### src/rvIsaPkg.sv
`default_nettype none

package rvIsaPkg;

  localparam int xlen = 64;
  localparam int wordWidth = 32; // word forms work on the low half
  localparam int shamtWidth = $clog2(xlen);
  localparam int wordShamtWidth = $clog2(wordWidth);

  localparam int aluOpWidth = 6; // {word flag, operation}
  localparam int opWordFlag = 5;
  localparam int instrBytes = 4; // link offset for jal/jalr

  // operation codes in aluOp[4:0]
  localparam logic [4:0] opSll = 5'd1;
  localparam logic [4:0] opSrl = 5'd2;
  localparam logic [4:0] opSra = 5'd3;
  localparam logic [4:0] opAdd = 5'd4; // also load/store address
  localparam logic [4:0] opSub = 5'd5;

  // 6..13 were mul/div/rem, not handled in this lane
  localparam logic [4:0] opXor = 5'd14;
  localparam logic [4:0] opOr = 5'd15;
  localparam logic [4:0] opAnd = 5'd16;
  localparam logic [4:0] opSlt = 5'd17;
  localparam logic [4:0] opSltu = 5'd18;
  localparam logic [4:0] opAuipc = 5'd19;
  localparam logic [4:0] opLui = 5'd20;

  localparam logic [4:0] opJalr = 5'd21; // jumps and branches from here up
  localparam logic [4:0] opJal = 5'd22;
  localparam logic [4:0] opBeq = 5'd23;
  localparam logic [4:0] opBne = 5'd24;
  localparam logic [4:0] opBlt = 5'd25;
  localparam logic [4:0] opBge = 5'd26;
  localparam logic [4:0] opBltu = 5'd27;
  localparam logic [4:0] opBgeu = 5'd28;

endpackage

`default_nettype wire
### src/execPkg.sv
`default_nettype none

package execPkg;

  localparam int fwdSelWidth = 2;

  // forward select, code 3 decodes like fwdReg
  localparam logic [fwdSelWidth-1:0] fwdReg = 2'd0;
  localparam logic [fwdSelWidth-1:0] fwdWriteback = 2'd1;
  localparam logic [fwdSelWidth-1:0] fwdMemory = 2'd2;

  localparam int queueDepth = 2;

  // one resolved operation on its way to the ALU
  typedef struct packed {
    logic [rvIsaPkg::aluOpWidth-1:0] aluOp;
    logic [rvIsaPkg::xlen-1:0] srcA; // forwarded A, pc for auipc
    logic [rvIsaPkg::xlen-1:0] srcB; // imm or forwarded B
    logic [rvIsaPkg::xlen-1:0] pc; // jump/branch target, base + imm
    logic [rvIsaPkg::xlen-1:0] pcLink; // return address
    logic jumpBase; // target based on rs1, jalr only
  } issueBundle;

endpackage

`default_nettype wire

### src/execUnit.sv
`timescale 1ns/100ps
`default_nettype none

module execUnit (
  input  logic clk,
  input  logic arstN,
  input  logic inValid,
  output logic inReady,
  input  logic [rvIsaPkg::aluOpWidth-1:0] aluOp,
  input  logic aluSrc,
  input  logic [execPkg::fwdSelWidth-1:0] fwdA,
  input  logic [execPkg::fwdSelWidth-1:0] fwdB,
  input  logic [rvIsaPkg::xlen-1:0] rd1,
  input  logic [rvIsaPkg::xlen-1:0] rd2,
  input  logic [rvIsaPkg::xlen-1:0] imm,
  input  logic [rvIsaPkg::xlen-1:0] pc,
  input  logic [rvIsaPkg::xlen-1:0] resultW,
  input  logic [rvIsaPkg::xlen-1:0] aluResultM,
  output logic outValid,
  input  logic outReady,
  output logic [rvIsaPkg::xlen-1:0] result,
  output logic branchTaken,
  output logic [rvIsaPkg::xlen-1:0] pcTarget
);
  import execPkg::*;

  logic issueValid;
  logic issueReady;
  issueBundle issueData;
  logic execValid;
  logic execReady;
  issueBundle execData;

  operandSelect select0 (
    .clk(clk),
    .arstN(arstN),
    .inValid(inValid),
    .inReady(inReady),
    .aluOp(aluOp),
    .aluSrc(aluSrc),
    .fwdA(fwdA),
    .fwdB(fwdB),
    .rd1(rd1),
    .rd2(rd2),
    .imm(imm),
    .pc(pc),
    .resultW(resultW),
    .aluResultM(aluResultM),
    .issueValid(issueValid),
    .issueReady(issueReady),
    .issueData(issueData)
  );

  issueQueue #(.payloadT(issueBundle)) queue0 ( // decouples producer stalls
    .clk(clk),
    .arstN(arstN),
    .pushValid(issueValid),
    .pushReady(issueReady),
    .pushData(issueData),
    .popValid(execValid),
    .popReady(execReady),
    .popData(execData)
  );

  aluExecute alu0 (
    .clk(clk),
    .arstN(arstN),
    .execValid(execValid),
    .execReady(execReady),
    .execData(execData),
    .outValid(outValid),
    .outReady(outReady),
    .result(result),
    .pcTarget(pcTarget),
    .branchTaken(branchTaken)
  );

endmodule

`default_nettype wire

### src/aluExecute.sv
`timescale 1ns/100ps
`default_nettype none

module aluExecute (
  input  logic clk,
  input  logic arstN,
  input  logic execValid,
  output logic execReady,
  input  execPkg::issueBundle execData,
  output logic outValid,
  input  logic outReady,
  output logic [rvIsaPkg::xlen-1:0] result,
  output logic [rvIsaPkg::xlen-1:0] pcTarget,
  output logic branchTaken
);
  import rvIsaPkg::*;

  logic [opWordFlag-1:0] op;
  logic [xlen-1:0] srcA;
  logic [xlen-1:0] srcB;
  logic [wordWidth-1:0] wordRes;
  logic [xlen-1:0] resultNext;
  logic [xlen-1:0] targetNext;
  logic takenNext;
  logic isJump;
  logic load;

  assign op = execData.aluOp[opWordFlag-1:0];
  assign srcA = execData.srcA;
  assign srcB = execData.srcB;
  assign isJump = execData.jumpBase || (op == opJal);

  // word forms, low half with 5-bit shift amount
  always_comb begin
    case (op)
      opSll: wordRes = srcA[wordWidth-1:0] << srcB[wordShamtWidth-1:0];
      opSrl: wordRes = srcA[wordWidth-1:0] >> srcB[wordShamtWidth-1:0];
      opSra: wordRes = $signed(srcA[wordWidth-1:0]) >>> srcB[wordShamtWidth-1:0];
      opAdd: wordRes = srcA[wordWidth-1:0] + srcB[wordWidth-1:0];
      opSub: wordRes = srcA[wordWidth-1:0] - srcB[wordWidth-1:0];
      default: wordRes = '0;
    endcase
  end

  always_comb begin
    resultNext = '0;
    takenNext = 1'b0;
    targetNext = '0;
    if (execData.aluOp[opWordFlag]) begin
      resultNext = {{(xlen-wordWidth){wordRes[wordWidth-1]}}, wordRes};
    end else if (isJump) begin
      resultNext = execData.pcLink; // jal/jalr write the return address
      takenNext = 1'b1;
      targetNext = execData.pc;
    end else begin
      case (op)
        opSll: resultNext = srcA << srcB[shamtWidth-1:0];
        opSrl: resultNext = srcA >> srcB[shamtWidth-1:0];
        opSra: resultNext = $signed(srcA) >>> srcB[shamtWidth-1:0];
        opAdd: resultNext = srcA + srcB;
        opSub: resultNext = srcA - srcB;
        opXor: resultNext = srcA ^ srcB;
        opOr: resultNext = srcA | srcB;
        opAnd: resultNext = srcA & srcB;
        opSlt: resultNext = xlen'($signed(srcA) < $signed(srcB));
        opSltu: resultNext = xlen'(srcA < srcB);
        opAuipc: resultNext = srcA + srcB; // srcA already holds pc
        opLui: resultNext = srcB;
        opBeq: takenNext = srcA == srcB;
        opBne: takenNext = srcA != srcB;
        opBlt: takenNext = $signed(srcA) < $signed(srcB);
        opBge: takenNext = $signed(srcA) >= $signed(srcB);
        opBltu: takenNext = srcA < srcB;
        opBgeu: takenNext = srcA >= srcB;
        default: resultNext = '0;
      endcase
      if (op inside {[opBeq:opBgeu]}) begin
        targetNext = execData.pc; // pc + imm from the producer
      end
    end
  end

  assign execReady = !outValid || outReady;
  assign load = execValid && execReady;

  always_ff @(posedge clk or negedge arstN) begin
    if (!arstN) begin
      outValid <= 1'b0;
      result <= '0;
      pcTarget <= '0;
      branchTaken <= 1'b0;
    end else begin
      if (load) begin
        outValid <= 1'b1;
        result <= resultNext;
        pcTarget <= targetNext;
        branchTaken <= takenNext;
      end else if (outReady) begin
        outValid <= 1'b0;
      end
    end
  end

endmodule

`default_nettype wire

### src/issueQueue.sv
`timescale 1ns/100ps
`default_nettype none

module issueQueue #(
  parameter type payloadT = logic
) (
  input  logic clk,
  input  logic arstN,
  input  logic pushValid,
  output logic pushReady,
  input  payloadT pushData,
  output logic popValid,
  input  logic popReady,
  output payloadT popData
);
  import execPkg::*;

  payloadT entries [queueDepth];
  logic [$clog2(queueDepth)-1:0] wrPtr;
  logic [$clog2(queueDepth)-1:0] rdPtr;
  logic [$clog2(queueDepth+1)-1:0] count;
  logic doPush;
  logic doPop;

  function automatic logic [$clog2(queueDepth)-1:0] nextPtr(
    input logic [$clog2(queueDepth)-1:0] ptr
  );
    return (ptr == queueDepth - 1) ? '0 : ptr + 1'b1; // circular
  endfunction

  assign pushReady = count < queueDepth;
  assign popValid = count != '0;
  assign popData = entries[rdPtr]; // head entry, registered store
  assign doPush = pushValid && pushReady;
  assign doPop = popValid && popReady;

  always_ff @(posedge clk or negedge arstN) begin
    if (!arstN) begin
      wrPtr <= '0;
      rdPtr <= '0;
      count <= '0;
      for (int i = 0; i < queueDepth; i++) begin
        entries[i] <= '0;
      end
    end else begin
      if (doPush) begin
        entries[wrPtr] <= pushData;
        wrPtr <= nextPtr(wrPtr);
      end
      if (doPop) begin
        rdPtr <= nextPtr(rdPtr);
      end
      if (doPush && !doPop) begin
        count <= count + 1'b1;
      end else if (doPop && !doPush) begin
        count <= count - 1'b1;
      end
    end
  end

endmodule

`default_nettype wire

### src/operandSelect.sv
`timescale 1ns/100ps
`default_nettype none

module operandSelect (
  input  logic clk,
  input  logic arstN,
  input  logic inValid,
  output logic inReady,
  input  logic [rvIsaPkg::aluOpWidth-1:0] aluOp,
  input  logic aluSrc,
  input  logic [execPkg::fwdSelWidth-1:0] fwdA,
  input  logic [execPkg::fwdSelWidth-1:0] fwdB,
  input  logic [rvIsaPkg::xlen-1:0] rd1,
  input  logic [rvIsaPkg::xlen-1:0] rd2,
  input  logic [rvIsaPkg::xlen-1:0] imm,
  input  logic [rvIsaPkg::xlen-1:0] pc,
  input  logic [rvIsaPkg::xlen-1:0] resultW,
  input  logic [rvIsaPkg::xlen-1:0] aluResultM,
  output logic issueValid,
  input  logic issueReady,
  output execPkg::issueBundle issueData
);
  import rvIsaPkg::*;
  import execPkg::*;

  logic [xlen-1:0] fwdValA;
  logic [xlen-1:0] fwdValB;
  logic [xlen-1:0] targetBase;
  logic isJalr;
  logic accept;
  issueBundle issueNext;

  function automatic logic [xlen-1:0] pickSource(
    input logic [fwdSelWidth-1:0] sel,
    input logic [xlen-1:0] regVal,
    input logic [xlen-1:0] wbVal,
    input logic [xlen-1:0] memVal
  );
    case (sel)
      fwdReg: return regVal;
      fwdWriteback: return wbVal;
      fwdMemory: return memVal;
      default: return regVal; // unused code reads the register file
    endcase
  endfunction

  assign fwdValA = pickSource(fwdA, rd1, resultW, aluResultM);
  assign fwdValB = pickSource(fwdB, rd2, resultW, aluResultM);
  assign isJalr = (aluOp[opWordFlag-1:0] == opJalr) && !aluOp[opWordFlag];
  assign targetBase = isJalr ? fwdValA : pc;

  always_comb begin
    issueNext.aluOp = aluOp;
    issueNext.srcA = (aluOp[opWordFlag-1:0] == opAuipc) ? pc : fwdValA;
    issueNext.srcB = aluSrc ? imm : fwdValB; // branches keep the compare operand
    issueNext.pc = targetBase + imm; // one adder for jal, jalr and branches
    issueNext.pcLink = pc + xlen'(instrBytes);
    issueNext.jumpBase = isJalr;
  end

  assign inReady = !issueValid || issueReady; // empty or draining now
  assign accept = inValid && inReady;

  always_ff @(posedge clk or negedge arstN) begin
    if (!arstN) begin
      issueValid <= 1'b0;
      issueData <= '0;
    end else begin
      if (accept) begin
        issueValid <= 1'b1;
        issueData <= issueNext;
      end else if (issueReady) begin
        issueValid <= 1'b0;
      end
    end
  end

endmodule

`default_nettype wire

### config.mk
export PLATFORM = sky130hd
export DESIGN_NAME = execUnit
export DESIGN_NICKNAME = d
export VERILOG_FILES = /design/src/rvIsaPkg.sv /design/src/execPkg.sv /design/src/execUnit.sv /design/src/aluExecute.sv /design/src/issueQueue.sv /design/src/operandSelect.sv
export SDC_FILE = /design/constraint.sdc
export NUM_CORES = 2
export LEC_CHECK = 0
export BUFFER_PORTS_ARGS = -buffer_cell sky130_fd_sc_hd__buf_2
export CAP_MARGIN = 20
export CORE_MARGIN = 2
export CORE_UTILIZATION = 46
export DETAILED_ROUTE_END_ITERATION = 10
export MAX_ROUTING_LAYER = met4
export PLACE_DENSITY = 0.66
export SLEW_MARGIN = 10
export SYNTH_ARGS = -nofsm -noshare
export SYNTH_HDL_FRONTEND = slang
export SYNTH_SLANG_ARGS = --single-unit
### constraint.sdc
create_clock -name clk -period 6.15 [get_ports clk]
set_clock_uncertainty 0.05 [all_clocks]
set_input_delay 1.23 -clock clk [delete_from_list [all_inputs] [get_ports clk]]
set_output_delay 1.23 -clock clk [all_outputs]
set_load 0.05 [all_outputs]
## After elaboration in Yosys (flattened, before gate mapping)

Cells that the tools add are included.

- RAM bits: 0
- Memories kept: 0
- Register bits: 924
- Bits of input ports: 399
- Bits in latches: 0
- Logic and storage cells: 134
- ROM bits: 0

- Div/mod/pow operators: 0
- Bitwise logic cells: 5
- Reduce and logical (&&, ||, !) cells: 21
- Shifts and indexed selects: 6
- Multipliers: 0
- Muxes and demuxes: 29
- Magnitude comparators: 10
- Equality and inequality tests: 27
- Add/subtract/negate cells: 10

Operators with widths:

| kind | number |
|---|---|
| $mux W263 | 4 |
| $pmux W64 S11 | 1 |
| $bwmux W526 | 1 |
| $mux W64 | 8 |
| $demux W263 S1 | 1 |
| $pmux W64 S2 | 2 |
| $pmux W32 S5 | 1 |
| $add A64 B64 Y64 | 2 |
| $ge A64 B64 Y1 | 2 |
| $lt A64 B64 Y1 | 2 |
| $eq A5 B5 Y1 const B | 14 |
| $add A64 B3 Y64 const B | 1 |
| $and A64 B64 Y64 | 1 |
| $eq A64 B64 Y1 | 1 |
| $ne A64 B64 Y1 | 1 |
| $or A64 B64 Y64 | 1 |
| $shl A64 B6 Y64 | 1 |
| $shr A64 B6 Y64 | 1 |
| $sshr A64 B6 Y64 | 1 |
| $sub A64 B64 Y64 | 1 |
| $xor A64 B64 Y64 | 1 |
| $add A32 B32 Y32 | 1 |
| $shl A32 B5 Y32 | 1 |
| $shr A32 B5 Y32 | 1 |
| other kinds (25) | 57 |

## Longest topological paths before layout

- Depth after elaboration: 9
- Depth in mapped cells: 28
- Mapped depth without buffers: 20

## Hierarchy

Synthesis repeated with hierarchy kept, for this count alone.

- Cells, all modules: 7942
- Area, all modules: 70610.2 µm²

By module, submodules not included:

| module | sequential area each (µm²) | area each (µm²) | cells each | instances |
|---|---|---|---|---|
| aluExecute | 3253.1 | 29405.7 | 4064 | 1 |
| issueQueue | 13262.7 | 23040.8 | 1420 | 1 |
| operandSelect | 6606.3 | 18163.7 | 2458 | 1 |

## Least setup slack after synthesis

OpenSTA, ideal clock, no wires.

- Path kind: reg2reg
- Start: reg queue0.rdPtr
- End: reg alu0.result[62] in the netlist's numbering
- Clock period less this slack: 5.805 ns
- Cell stages (with the launch flop): 28
- Setup slack: 0.345 ns
- Library setup time: 0.126 ns
- Path buffers: 8
- Arrival time: 5.629 ns
- Data required time: 5.974 ns
- Cells stage by stage: dfrtp_1 -> buf_6 -> buf_6 -> mux2i_1 -> buf_4 -> buf_4 -> buf_2 -> buf_2 -> buf_1 -> ha_1 -> nand4_1 -> nor3_1 -> and4_1 -> a21oi_1 -> xnor2_1 -> ha_1 -> a21o_1 -> a21o_1 -> a211o_1 -> a21oi_1 -> a221oi_1 -> nor4_1 -> nor3_1 -> mux2i_1 -> and2_1 -> buf_6 -> o211ai_1 -> a311o_1

- Word-level cells in the longest chain between the ends: 9
- Elaborated cells on any way between the ends: 36
- Those cells by class: 4 x add/sub; 13 x eq/ne; 6 x shift; 7 x mux; 4 x bitwise; 2 x reduce/logical

Ends and longest elaborated chain:

| what | line | source |
|---|---|---|
| start, declared | issueQueue.sv:20 | `logic [$clog2(queueDepth)-1:0] rdPtr;` |
| start signal, assigned | issueQueue.sv:51 | `rdPtr <= nextPtr(rdPtr);` |
| $not A1 Y2 (implied by the code) (*) | issueQueue.sv:33 | `assign popData = entries[rdPtr];` |
| $mux W263 (implied by the code) (*) (3 in series) | issueQueue.sv:33 |  |
| branches (longest 4 deep; another with $add A64 B64 Y64) | - |  |
| $mux W64 (*) | aluExecute.sv:49 | `if (execData.aluOp[opWordFlag]) begin` |
| end signal, assigned | aluExecute.sv:95 | `result <= resultNext;` |
| end, declared | aluExecute.sv:12 | `output logic [rvIsaPkg::xlen-1:0] result,` |

Mark *: on every way between the ends. The select of a mux whose other input is x is not followed.
A chain may end at the register's enable or synchronous reset.

## Final worst setup path

- Start: reg queue0.rdPtr
- End: reg alu0.result[44] in the netlist's numbering

Same word-level chain as after synthesis.

==> summary.txt <==
Status
  – Run status: finished, final reports clean

Route
  – Final WL: 394000 µm
  – Routed Antenna Nets: 0
  – First drt pass iteration count: 8
  – Routed len/inst: roughly 34 µm
  – Vias after detailed routing: about 78000
  – DRC: 0
  – Drt via density: 6.67
  – Drt first-iter violations: 12100

Worst setup path
  – Critical path class: reg -> reg
  – R2r setup slk: ~0.16 ns
  – Worst r2r dst: alu0.result[44]
  – R2R Path Start: queue0.rdPtr
  – Startpoint Class: register
  – Worst reg-to-reg path cell count: 20
  – Top cell by count, worst path: buf_4
  – Crit path largest cell delay: 0.62 ns
  – Worst Path Required: 6.75 ns
  – Arrival time of the worst setup path: about 6.6 ns
  – Worst path cell trace: buf_4 -> buf_12 -> buf_4 -> nor2b_1 -> a21oi_1 -> ha_1 -> nand4_1 -> nor3_1 -> o311a_1 -> o21ai_0 -> buf_4 -> a211oi_1 -> o21ai_0 -> buf_4 -> a21bo_2 -> a21oi_1 -> a21oi_1 -> o21ai_0 -> buf_4 -> o2111ai_1
  – Worst Setup End Kind: register
  – Crit Path Max Fanout: 13
  – Crit-path slowest cell: dfrtp_4

Global route
  – Wire length of the first global-routing pass: 551000 µm
  – Total GRT Usage: between 50% and 60%
  – Gr ovfl total: 0
  – Met2 Use GR: 68.9%
  – GR peak layer: met2
  – M3 GR Usage: 16.9%
  – Largest net degree at the start of global routing: between 200 and 250
  – Initial antenna violation count: 30
  – Met1 Use GR: around two thirds
  – Vias in the first global route: between 70000 and 80000

Clocking
  – Worst-path clk slew: ~0.06 ns
  – CTS tree: built
  – CTS buffer count: slightly below 100
  – CTS Hold Bufs: 0
  – CTS H-tree lvls: 3
  – Clock buffer depth: 3
  – Clk sinks: 924
  – Worst-Skew Late Latency: between 0.7 and 0.8 ns
  – Clk Tree Root Cell: clkbuf_16

STA
  – Final hold violation count: 0
  – RSZ-0062 raised after global routing: false
  – Normalized max-slew margin: ~16%
  – Final period util: between 90 and 100%
  – Slew Limit Fails: 0
  – Final setup violation count: 0
  – Fmax: approximately 170 MHz
  – Post-layout minimum cycle time: between 5 and 6 ns
  – Actual slew at the worst max-slew pin: approximately 1.2 ns

Synth
  – Post-Syn Instances: about 8300
  – Seq/Total Area, Yosys: around a third
  – Synth cell types: 103
  – Post-synth EDFFs: 0
  – Synthesized area per cell: ~8.4 µm²
  – Mux cell area share after synthesis: between 10% and 20%
  – Ys async rst share: between 90% and 100%
  – Yosys top cell area share: about 33%
  – Area leader, netlist: dfrtp_1
  – Area contributors post-synth: dfrtp_1 (33%), mux2_2 (9.4%), a21oi_1 (5.7%)
  – Post-Syn Area: approximately 70000 µm²
  – Simple-Gate Fraction of Synth Area: between 10% and 20%
  – Post-Synth Adder-Cell Area: under 10%
  – XOR/XNOR Fraction of Synth Area: ~2.6%
  – Most used DFF post-synth: dfrtp_1
  – Main combinational cell family by area after synthesis: compound AO/OA/AOI/OAI gates
  – Synth Warn #: 0
  – Syn Nets: 8971
  – Post-synthesis compound-gate area fraction: approximately a quarter
  – Seq cells post-synth: between 900 and 1000

Cells and area
  – Nets: just over 10000
  – Share of cells above drive strength 1: a little over a quarter
  – Finished Layout Cells: between 10000 and 15000
  – Layout area overhead: 22.9%

Die
  – Io pins: 530
  – Die width: a little under 400 µm
  – Die area: approximately 160000 µm²
  – Number of cell rows: 143
  – Total core area: around 150000 µm²
  – Initial Utilization: a little under half
  – Die Ht: 394 µm

Flow run
  – Max-cap violations: 0

Worst hold path
  – Worst Hold Class: in -> async

Placed design
  – Routability cong.: between 1 and 1.5
  – Port Buffers: 529
  – DP Wirelength: around 310000 µm
  – Placed Cells: 11400
## cell usage in the layout, fill, tap and decap left out, types with 67 or more instances in the layout
master | synthesis | final
nand3_1 | 134 | 133
mux2i_1 | 365 | 360
clkbuf_16 | 0 | 99
a31oi_1 | 67 | 67
o211ai_1 | 107 | 107
buf_2 | 71 | 527
mux2_2 | 583 | 583
ha_1 | 293 | 289
nor3_1 | 148 | 146
nor2_1 | 763 | 759
a211oi_1 | 104 | 102
buf_4 | 13 | 1146
dfrtp_1 | 924 | 921
a22oi_1 | 151 | 150
xor2_1 | 74 | 74
o22ai_1 | 117 | 117
a21o_1 | 75 | 75
nand2_1 | 905 | 902
inv_1 | 234 | 230
xnor2_1 | 133 | 133
a21oi_1 | 802 | 801
o21ai_0 | 693 | 691
## synthesized netlist by cell type, types with 27 or more instances
cell,count
o21a_1,31
nand3_1,134
a221oi_1,45
and2_1,47
mux2i_1,365
a22oi_1,151
nand2b_1,58
nand2_1,905
ha_1,293
a221o_1,30
nor3_1,148
and3_1,45
nor2b_1,27
inv_1,234
nor4_1,46
buf_1,67
a21oi_1,802
a211oi_1,104
xnor2_1,133
o21bai_1,66
o221ai_1,53
xor2_1,74
nand4_1,57
dfrtp_1,924
or3_1,30
o21ai_0,693
o31ai_1,49
a21o_1,75
buf_2,71
o211ai_1,107
a31oi_1,67
nor2_1,763
mux2_2,583
clkbuf_1,436
o22ai_1,117
## stage by stage
stage,hold slack (ns),setup TNS [ns],utilization (%),worst slack [ns],area (µm²)
global placement,0.413,-0.288,54.4,-0.150,82300
detailed placement,0.419,-0.369,54.4,-0.174,82300
global route,0.451,0,56.8,0.0818,85900
floorplan,0.400,0,-,0.345,69900
finish,0.413,0,56.8,0.160,85900
CTS,0.427,0,56.7,0.243,85900
## metal layers
layer | up-vias | part of all wire, % | wire [µm]
li1 | 32600 | - | -
met1 | 37900 | 39 | 155000
met2 | 5882 | 40 | 158000
met3 | 1223 | 14 | 54900
met4 | 0 | 6.6 | 25800
met5 | - | 0 | 0
## worst max-delay path by stage
stage          depth (start not counted)    startpoint                     end
4_1_cts                               23  queue0.rdPtr         alu0.result[57]
2_1_floorplan                         27  queue0.rdPtr         alu0.result[62]
3_5_place_dp                          21       fwdA[1]  select0.issueData[122]
3_3_place_gp                          21       fwdA[1]  select0.issueData[126]
6_report                              20  queue0.rdPtr         alu0.result[44]
5_1_grt                               23  queue0.rdPtr         alu0.result[57]
## repair_timing
action / CTS / global route
resized for setup: 0 / 1
setup buffers: 0 / 0
setup endpoints to repair: 0 / 3
## cells by family after synthesis
group	count (synthesis)
AO/OA/AOI/OAI	2676
XOR/XNOR	208
adder cells (fa/ha/maj)	297
buffers and inverters	848
flip-flops	924
multiplexers	982
AND/OR/NAND/NOR	2340
## cell type report
cell class | count | area (µm²)
flip-flops and latches | 924 | 23100
fillers | 13500 | 65400
multi-input cells | 6503 | 43600
clock buffers | 137 | 2850
inverters | 245 | 925
clock inverters | 48 | 717
well taps | 2030 | 2540
repair buffers | 1719 | 12100
diodes | 28 | 70.1
## critical path, delay by kind of cell, from the launching register on
family / cells / cell delay (ns)
buffers and inverters: 6 / 1.23
adders and majority gates: 1 / 0.29
and+or+nand+nor: 3 / 0.77
AOI/OAI and AO/OA: 10 / 2.89
DFF: 1 / 0.62
## sequential cells by signal, indices dropped and copies added (netlist names)
signal / count
alu0.branchTaken: 1
queue0.entries: 526
alu0.outValid: 1
queue0.rdPtr: 1
alu0.result: 64
queue0.wrPtr: 1
queue0.count: 2
select0.issueValid: 1
select0.issueData: 263
alu0.pcTarget: 64
Power is left out: the tool's default activity adds up to more than one toggle a clock period on the data nets, which glitch-free logic cannot reach.
